===== src/verilog/yuvPkg.sv =====
// Shared types and constants for the YUV 4:2:2 to RGB pipeline
// Pixel structs, window FSM states, filter and colour matrix constants
// Saturating clip to one 8-bit component
package yuvPkg;

    localparam int pixelWidth = 8;
    localparam int pixelMax = (1 << pixelWidth) - 1;

    // Chroma interpolation filter
    localparam int filterLength = 10;
    // Tap holding the even chroma of the current pair
    localparam int centreTap = 4;
    localparam int filterTaps [filterLength] = '{
        36, -98, -233, 528, 1815, 1815, 528, -233, -98, 36
    };
    localparam int filterShift = 12;
    localparam int filterRound = 2048;

    // Fixed-point colour matrix, scaled by 2^15
    localparam int lumaGain = 38142;
    localparam int rFromV = 52298;
    localparam int gFromU = 12845;
    localparam int gFromV = 26640;
    localparam int bFromU = 66093;
    localparam int matrixRound = 16384;
    localparam int matrixShift = 15;
    localparam int lumaOffset = 16;
    localparam int chromaOffset = 128;

    // One input beat, two luma samples sharing one chroma pair
    typedef struct packed {
        logic [pixelWidth-1:0] yEven;
        logic [pixelWidth-1:0] yOdd;
        logic [pixelWidth-1:0] u;
        logic [pixelWidth-1:0] v;
    } yuvPairT;

    // Even chroma is tap centreTap of each window
    typedef struct packed {
        logic [pixelWidth-1:0]                   yEven;
        logic [pixelWidth-1:0]                   yOdd;
        logic [filterLength-1:0][pixelWidth-1:0] uTaps;
        logic [filterLength-1:0][pixelWidth-1:0] vTaps;
    } windowT;

    typedef struct packed {
        logic [pixelWidth-1:0] yEven;
        logic [pixelWidth-1:0] yOdd;
        logic [pixelWidth-1:0] uEven;
        logic [pixelWidth-1:0] vEven;
        logic [pixelWidth-1:0] uOdd;
        logic [pixelWidth-1:0] vOdd;
    } yuvFullT;

    typedef struct packed {
        logic [pixelWidth-1:0] rEven;
        logic [pixelWidth-1:0] gEven;
        logic [pixelWidth-1:0] bEven;
        logic [pixelWidth-1:0] rOdd;
        logic [pixelWidth-1:0] gOdd;
        logic [pixelWidth-1:0] bOdd;
    } rgbPairT;

    typedef enum logic [1:0] {
        winFill,
        winStream,
        winDrain
    } windowStateT;

    function automatic logic [pixelWidth-1:0] clipPixel(input int value);
        logic [pixelWidth-1:0] result;
        if (value < 0) begin
            result = '0;
        end else if (value > pixelMax) begin
            result = '1;
        end else begin
            result = pixelWidth'(value);
        end
        return result;
    endfunction

endpackage


===== src/verilog/chromaWindow.sv =====
// Line-aware sliding window of ten U and ten V samples
// Luma delay to align with the window centre
// Fill, stream and drain FSM with a registered valid/ready output
`timescale 1ns/1ps

module chromaWindow #(
    parameter int LineWidth = 160
) (
    input  logic            Clock,
    input  logic            Resetn,
    input  logic            inValid,
    input  yuvPkg::yuvPairT inPair,
    output logic            inReady,
    output logic            winValid,
    output yuvPkg::windowT  winData,
    input  logic            winReady
);
    import yuvPkg::*;

    localparam int countWidth = $clog2(LineWidth);
    localparam int lumaDepth = filterLength - centreTap;
    localparam logic [countWidth-1:0] lastIndex = countWidth'(LineWidth - 1);
    // Input that completes the first window of a line
    localparam logic [countWidth-1:0] primeIndex = countWidth'(lumaDepth - 1);

    windowStateT state;
    logic [countWidth-1:0] inCount;
    logic [countWidth-1:0] outCount;

    // Oldest sample at tap 0, newest at the top tap
    logic [filterLength-1:0][pixelWidth-1:0] uTaps;
    logic [filterLength-1:0][pixelWidth-1:0] vTaps;
    logic [filterLength-1:0][pixelWidth-1:0] uNext;
    logic [filterLength-1:0][pixelWidth-1:0] vNext;
    logic [lumaDepth-1:0][pixelWidth-1:0]    yEvenDelay;
    logic [lumaDepth-1:0][pixelWidth-1:0]    yOddDelay;
    logic [lumaDepth-1:0][pixelWidth-1:0]    yEvenNext;
    logic [lumaDepth-1:0][pixelWidth-1:0]    yOddNext;

    logic [pixelWidth-1:0] newU;
    logic [pixelWidth-1:0] newV;
    logic [pixelWidth-1:0] newYEven;
    logic [pixelWidth-1:0] newYOdd;

    logic advance;
    logic accept;
    logic drainStep;
    logic shiftEn;
    logic emit;
    logic lineStart;
    logic lastIn;
    logic lastOut;

    always_comb begin
        advance   = !winValid || winReady;
        inReady   = (state != winDrain) && advance;
        accept    = inValid && inReady;
        drainStep = (state == winDrain) && advance;
        shiftEn   = accept || drainStep;
        lineStart = (state == winFill) && (inCount == '0);
        lastIn    = (inCount == lastIndex);
        lastOut   = (outCount == lastIndex);
        // Every stream input and every drain step completes one window
        emit = drainStep ||
               (accept && (state == winStream ||
                           (state == winFill && inCount == primeIndex)));
    end

    always_comb begin
        if (state == winDrain) begin
            // Right edge replicates the last sample of the line
            newU     = uTaps[filterLength-1];
            newV     = vTaps[filterLength-1];
            newYEven = yEvenDelay[lumaDepth-1];
            newYOdd  = yOddDelay[lumaDepth-1];
        end else begin
            newU     = inPair.u;
            newV     = inPair.v;
            newYEven = inPair.yEven;
            newYOdd  = inPair.yOdd;
        end
        uNext     = {newU, uTaps[filterLength-1:1]};
        vNext     = {newV, vTaps[filterLength-1:1]};
        yEvenNext = {newYEven, yEvenDelay[lumaDepth-1:1]};
        yOddNext  = {newYOdd, yOddDelay[lumaDepth-1:1]};
        if (lineStart) begin
            // Left edge, the first sample fills the older taps
            uNext = {filterLength{newU}};
            vNext = {filterLength{newV}};
        end
    end

    always_ff @(posedge Clock or negedge Resetn) begin
        if (!Resetn) begin
            state    <= winFill;
            inCount  <= '0;
            outCount <= '0;
            winValid <= 1'b0;
        end else begin
            if (advance) begin
                winValid <= emit;
            end
            if (accept) begin
                inCount <= lastIn ? '0 : inCount + 1'b1;
            end
            if (emit) begin
                outCount <= lastOut ? '0 : outCount + 1'b1;
            end
            case (state)
                winFill: begin
                    if (accept && inCount == primeIndex) begin
                        state <= lastIn ? winDrain : winStream;
                    end
                end
                winStream: begin
                    if (accept && lastIn) begin
                        state <= winDrain;
                    end
                end
                winDrain: begin
                    if (drainStep && lastOut) begin
                        state <= winFill;
                    end
                end
                default: state <= winFill;
            endcase
        end
    end

    always_ff @(posedge Clock) begin
        if (shiftEn) begin
            uTaps      <= uNext;
            vTaps      <= vNext;
            yEvenDelay <= yEvenNext;
            yOddDelay  <= yOddNext;
        end
        if (emit) begin
            winData.yEven <= yEvenNext[0];
            winData.yOdd  <= yOddNext[0];
            winData.uTaps <= uNext;
            winData.vTaps <= vNext;
        end
    end

endmodule


===== src/verilog/chromaFilter.sv =====
// Registered 10-tap interpolation of the odd U and V samples
// Rounds, scales and clips each result to 8 bits
`timescale 1ns/1ps

module chromaFilter (
    input  logic            Clock,
    input  logic            Resetn,
    input  logic            winValid,
    input  yuvPkg::windowT  winData,
    output logic            winReady,
    output logic            fullValid,
    output yuvPkg::yuvFullT fullData,
    input  logic            fullReady
);
    import yuvPkg::*;

    logic advance;
    int   accU;
    int   accV;

    always_comb begin
        advance  = !fullValid || fullReady;
        winReady = advance;
    end

    // Symmetric taps centred between the current and next pair
    always_comb begin
        accU = filterRound;
        accV = filterRound;
        for (int i = 0; i < filterLength; i++) begin
            accU += filterTaps[i] * int'(winData.uTaps[i]);
            accV += filterTaps[i] * int'(winData.vTaps[i]);
        end
    end

    always_ff @(posedge Clock or negedge Resetn) begin
        if (!Resetn) begin
            fullValid <= 1'b0;
        end else if (advance) begin
            fullValid <= winValid;
        end
    end

    always_ff @(posedge Clock) begin
        if (advance && winValid) begin
            fullData.yEven <= winData.yEven;
            fullData.yOdd  <= winData.yOdd;
            fullData.uEven <= winData.uTaps[centreTap];
            fullData.vEven <= winData.vTaps[centreTap];
            // Overshoot near sharp edges can leave 0 to 255
            fullData.uOdd  <= clipPixel(accU >>> filterShift);
            fullData.vOdd  <= clipPixel(accV >>> filterShift);
        end
    end

endmodule


===== src/verilog/rgbConverter.sv =====
// Two-stage fixed-point colour matrix for one pixel pair
// Stage one forms the products, stage two sums, scales and clips
`timescale 1ns/1ps

module rgbConverter (
    input  logic            Clock,
    input  logic            Resetn,
    input  logic            fullValid,
    input  yuvPkg::yuvFullT fullData,
    output logic            fullReady,
    output logic            outValid,
    output yuvPkg::rgbPairT outPair,
    input  logic            outReady
);
    import yuvPkg::*;

    // Matrix products of one pixel
    typedef struct packed {
        logic signed [31:0] luma;
        logic signed [31:0] red;
        logic signed [31:0] greenU;
        logic signed [31:0] greenV;
        logic signed [31:0] blue;
    } termsT;

    termsT evenTerms;
    termsT oddTerms;
    logic  midValid;
    logic  productAdvance;
    logic  sumAdvance;

    function automatic termsT matrixTerms(input logic [pixelWidth-1:0] y,
                                          input logic [pixelWidth-1:0] u,
                                          input logic [pixelWidth-1:0] v);
        int    yOff;
        int    uOff;
        int    vOff;
        termsT terms;
        // Offsets kept signed so dark luma goes below zero
        yOff = int'(y) - lumaOffset;
        uOff = int'(u) - chromaOffset;
        vOff = int'(v) - chromaOffset;
        terms.luma   = lumaGain * yOff;
        terms.red    = rFromV * vOff;
        terms.greenU = gFromU * uOff;
        terms.greenV = gFromV * vOff;
        terms.blue   = bFromU * uOff;
        return terms;
    endfunction

    function automatic logic [pixelWidth-1:0] scaleClip(input int sum);
        return clipPixel((sum + matrixRound) >>> matrixShift);
    endfunction

    always_comb begin
        sumAdvance     = !outValid || outReady;
        productAdvance = !midValid || sumAdvance;
        fullReady      = productAdvance;
    end

    always_ff @(posedge Clock or negedge Resetn) begin
        if (!Resetn) begin
            midValid <= 1'b0;
            outValid <= 1'b0;
        end else begin
            if (productAdvance) begin
                midValid <= fullValid;
            end
            if (sumAdvance) begin
                outValid <= midValid;
            end
        end
    end

    always_ff @(posedge Clock) begin
        if (productAdvance && fullValid) begin
            evenTerms <= matrixTerms(fullData.yEven, fullData.uEven, fullData.vEven);
            oddTerms  <= matrixTerms(fullData.yOdd, fullData.uOdd, fullData.vOdd);
        end
        if (sumAdvance && midValid) begin
            outPair.rEven <= scaleClip(evenTerms.luma + evenTerms.red);
            outPair.gEven <= scaleClip(evenTerms.luma - evenTerms.greenU - evenTerms.greenV);
            outPair.bEven <= scaleClip(evenTerms.luma + evenTerms.blue);
            outPair.rOdd  <= scaleClip(oddTerms.luma + oddTerms.red);
            outPair.gOdd  <= scaleClip(oddTerms.luma - oddTerms.greenU - oddTerms.greenV);
            outPair.bOdd  <= scaleClip(oddTerms.luma + oddTerms.blue);
        end
    end

endmodule


===== src/verilog/yuvToRgb.sv =====
// Top level of the YUV 4:2:2 to RGB stream converter
// Chains the chroma window, the interpolation filter and the colour matrix
`timescale 1ns/1ps

module yuvToRgb #(
    parameter int LineWidth = 160
) (
    input  logic            Clock,
    input  logic            Resetn,
    input  logic            inValid,
    input  yuvPkg::yuvPairT inPair,
    output logic            inReady,
    output logic            outValid,
    output yuvPkg::rgbPairT outPair,
    input  logic            outReady
);
    import yuvPkg::*;

    logic    winValid;
    logic    winReady;
    windowT  winData;
    logic    fullValid;
    logic    fullReady;
    yuvFullT fullData;

    chromaWindow #(
        .LineWidth(LineWidth)
    ) window (
        .Clock, .Resetn,
        .inValid, .inPair, .inReady,
        .winValid, .winData, .winReady
    );

    chromaFilter filter (
        .Clock, .Resetn,
        .winValid, .winData, .winReady,
        .fullValid, .fullData, .fullReady
    );

    rgbConverter converter (
        .Clock, .Resetn,
        .fullValid, .fullData, .fullReady,
        .outValid, .outPair, .outReady
    );

endmodule


===== config.mk =====
export PLATFORM = sky130hd
export DESIGN_NAME = yuvToRgb
export DESIGN_NICKNAME = d
export VERILOG_FILES = /design/src/verilog/yuvPkg.sv /design/src/verilog/chromaWindow.sv /design/src/verilog/chromaFilter.sv /design/src/verilog/rgbConverter.sv /design/src/verilog/yuvToRgb.sv
export SDC_FILE = /design/constraint.sdc
export NUM_CORES = 2
export LEC_CHECK = 0
export ABC_AREA = 1
export BUFFER_PORTS_ARGS = -buffer_cell sky130_fd_sc_hd__clkbuf_2
export CAP_MARGIN = 20
export CORE_ASPECT_RATIO = 0.7
export CORE_MARGIN = 5
export CORE_UTILIZATION = 60
export CTS_CLUSTER_DIAMETER = 120
export DETAILED_ROUTE_END_ITERATION = 6
export PLACE_DENSITY_LB_ADDON = 0.05
export SETUP_SLACK_MARGIN = 0.2
export SYNTH_ARGS = -nofsm -noshare
export SYNTH_HDL_FRONTEND = slang
export SYNTH_SLANG_ARGS = --single-unit

===== constraint.sdc =====
create_clock -name Clock -period 10.2 [get_ports Clock]
set_clock_uncertainty 0.1 [all_clocks]
set_input_delay 1.53 -clock Clock [delete_from_list [all_inputs] [get_ports Clock]]
set_output_delay 1.53 -clock Clock [all_outputs]
set_load 0.005 [all_outputs]

==> flow_summary.ini <==
[job]
maxCapViolCount = 0

[status]
status = complete, no violations

[timing]
rsz0062_at_grt = no
fin_crit_ns = 9.45
hold_viol_final = 0
timing.fmax_ghz = 0.106
finalSetupViolations = 0
fin_crit_sh_pct = 92.6
slew_headroom_pct = 26.6
worst_slew_pin_slew_ns = 1.10
fin_setup_tns_ns = 0
maxSlewViolCount = 0

[synth]
syn_inst = 9740
seq_area_frac_synth_pct = 26.7
synth-simple-area-share_pct = 12.8
synthMuxAreaShare_pct = 0
syn_nets = 12200
ys_types = 61
synth_edf_count = 776
synth_compound_area_share_pct = 6.94
synth_top_family_by_area = adder cells
synth-seq-cells = 798
netlist_area_mm2 = 0.0893
yosys_warnings = 0
syn_avg_cell_area_um2 = 9.17
ys.flop_type = edfxtp_1
synth_fa_ha_area_share_pct = 39.8
synthArstFlopShare_pct = 2.76
synth-xor-area-share_pct = 4.50

[drt]
vias = 65300
via_per_inst = 5.47
routed_wl_mm = 234
remaining_drc_errors = 0
drtPass1Iterations = 6
dr.first_iter.drc_count = 6104
final_antenna_net_count = 0
routedWlPerCell_um = 19.6

[worst_hold_path]
worst_hold_path_type = reg -> reg

[floorplan]
die_w_um = 471
core_area_mm2 = 0.148
initial_utilization_pct = 60.4
ioPinCount = 86
row_count = 118
die_area_mm2 = 0.157
die_h_um = 333

[grt]
gr-total-overflow = 0
grt_first_pass_wirelength_mm = 369
grt_start_max_net_pins = 134
antenna_found_initial = 4
grt_pass1_vias = 64600
grt_use_total_pct = 30.0

[clocking]
clock-sinks = 798
clockBufferDepth = 3
clk_pin_slew_ns = 0.07
cts_resized = 0
hold_buffers = 0
ctsHtreeMaxLevel = 3
post_cts_buffers = 0
cts_buffers = 87
cts_tree = done
cts_root_buffer = clkbuf_16
clk_latency_ns = 0.77

[final_layout]
layout_commonest_cell = inv_1
nNetsFinal = 12300
drive_gt1_share_pct = 3.66
final_area_mm2 = 0.0952
syn2layout_area_growth_pct = 6.61
final_cell_mix = 2144 x inv_1, 1695 x nand2_1, 1679 x ha_1, 776 x edfxtp_1, 726 x fa_1
antenna_cells = 0

[setup_path]
crit_slowest_cell = fa_1
crit_type = reg -> reg
worstPathRequired_ns = 10.59
cp_data_arrival_time_ns = 9.83
path_max_fanout = 8
crit_top_cell = fa_1
slowest_delay_ns = 0.60
critPathLaunchType = register
crit_buf_inv = 6
crit_family = adder cells
endpoint_kind = register

[place]
port_buffers = 85
dp_hpwl_mm = 197
placed_cell_area_mm2 = 0.0922
gp_congestion = 0.969
## worst paths after layout
path / startpoint / endpoint / slack [ns] / cells past startpoint
worst max-delay path: window.winData[118]$_DFFE_PP_ / filter.fullData[8]$_SDFFCE_PN0P_ / 0.75 / 36
min in group asynchronous: Resetn / window.winValid$_DFFE_PN0N_ / 0.72 / 1
worst min register to register: window.winData[172]$_DFFE_PP_ / filter.fullData[44]$_DFFE_PP_ / 0.31 / 0
worst min-delay path: window.winData[172]$_DFFE_PP_ / filter.fullData[44]$_DFFE_PP_ / 0.31 / 0
max in group asynchronous: Resetn / window.inCount[2]$_DFFE_PN0P_ / 8.79 / 1
worst max register to register: window.winData[118]$_DFFE_PP_ / filter.fullData[8]$_SDFFCE_PN0P_ / 0.75 / 36
## worst register-to-register path: cells and delay by family, from the launching register on
| family | cells | cell delay (ns) |
|---|---|---|
| AND/OR/NAND/NOR | 15 | 2.03 |
| AO/OA/AOI/OAI | 3 | 0.65 |
| XOR/XNOR | 1 | 0.23 |
| flip-flops | 1 | 0.55 |
| buffers and inverters | 6 | 0.41 |
| adder cells (fa/ha/maj) | 11 | 5.21 |
## cell usage after synthesis, types with 4 or more instances
master     number  share of area (%)
buf_2           4              0.022
ha_1         1679                 24
xnor2_1       186                1.8
o21ai_2         5              0.049
nand2_1      1696                7.1
a21o_1         29               0.24
nand3_1       306                1.7
nand3b_1       15               0.13
xor2_1        262                2.6
or2_2           8              0.056
o221ai_1        5              0.049
o2111ai_1       5              0.049
a211oi_1        4              0.034
nor2_4         14               0.18
nor2_1        487                2.0
a31oi_1        26               0.18
a21oi_1       554                3.1
nor4_1         18               0.13
a21oi_2         6              0.059
nand2_2        27               0.19
fa_1          726                 16
o21a_1         10              0.084
inv_1        2146                9.0
and2_1         10              0.070
o21ai_0       381                2.1
nand4_1        59               0.41
inv_2           8              0.034
nor3b_1         5              0.042
clkbuf_1       35               0.15
nor2_2         22               0.15
o31ai_1         7              0.059
nor3_2          5              0.056
edfxtp_1      776                 26
o211ai_1        7              0.059
a21boi_0        6              0.050
o21bai_1       50               0.42
dfrtp_1        22               0.62
o21ai_1        34               0.19
nor3_1         58               0.33
## per-stage QoR
stage / utilization (%) / setup WS [ns] / hold WS [ns] / std cells
3_3_place_gp: 62.3 / 1.00 / 0.302 / 11800
2_1_floorplan: - / 1.82 / 0.300 / 9740
4_1_cts: 64.3 / 0.830 / 0.319 / 11900
5_1_grt: 64.4 / 0.270 / 0.322 / 11900
3_5_place_dp: 62.3 / 0.857 / 0.305 / 11800
6_report: 64.4 / 0.752 / 0.311 / 11900
## sequential cells by signal, indices dropped and copies added (netlist names), 40 cells and up
register	cells
window.winData	176
converter.evenTerms	140
converter.oddTerms	140
window.uTaps	72
window.vTaps	72
converter.outPair	48
filter.fullData	48
window.yEvenDelay	40
window.yOddDelay	40
## cell type report
class                   instances  area (µm²)
multi-input cells            6748       57200
inverters                    2155        8100
repair buffers                103         573
clock buffers                  98        2220
clock inverters                63         737
fillers                     12400       52700
flip-flops and latches        798       23900
well taps                    1980        2480
## metal layers
metal  routed length (µm)  track usage, %  vias to the layer above
li1                     -               -                    31800
met1               117000            48.6                    31200
met2                93300            42.2                     2100
met3                19600            5.68                      208
met4                 3780            4.60                        0
met5                    0               0                        -
## logic make-up (layout without fill, tap and decap cells)
logic type | Yosys count | count (layout)
buf+inv | 2194 | 2419
compound gates | 1144 | 1144
flops | 798 | 798
xor+xnor | 454 | 454
simple gates | 2745 | 2745
fa+ha+maj | 2405 | 2405
Power is left out: the tool's default activity adds up to more than one toggle a clock period on the data nets, which glitch-free logic cannot reach.
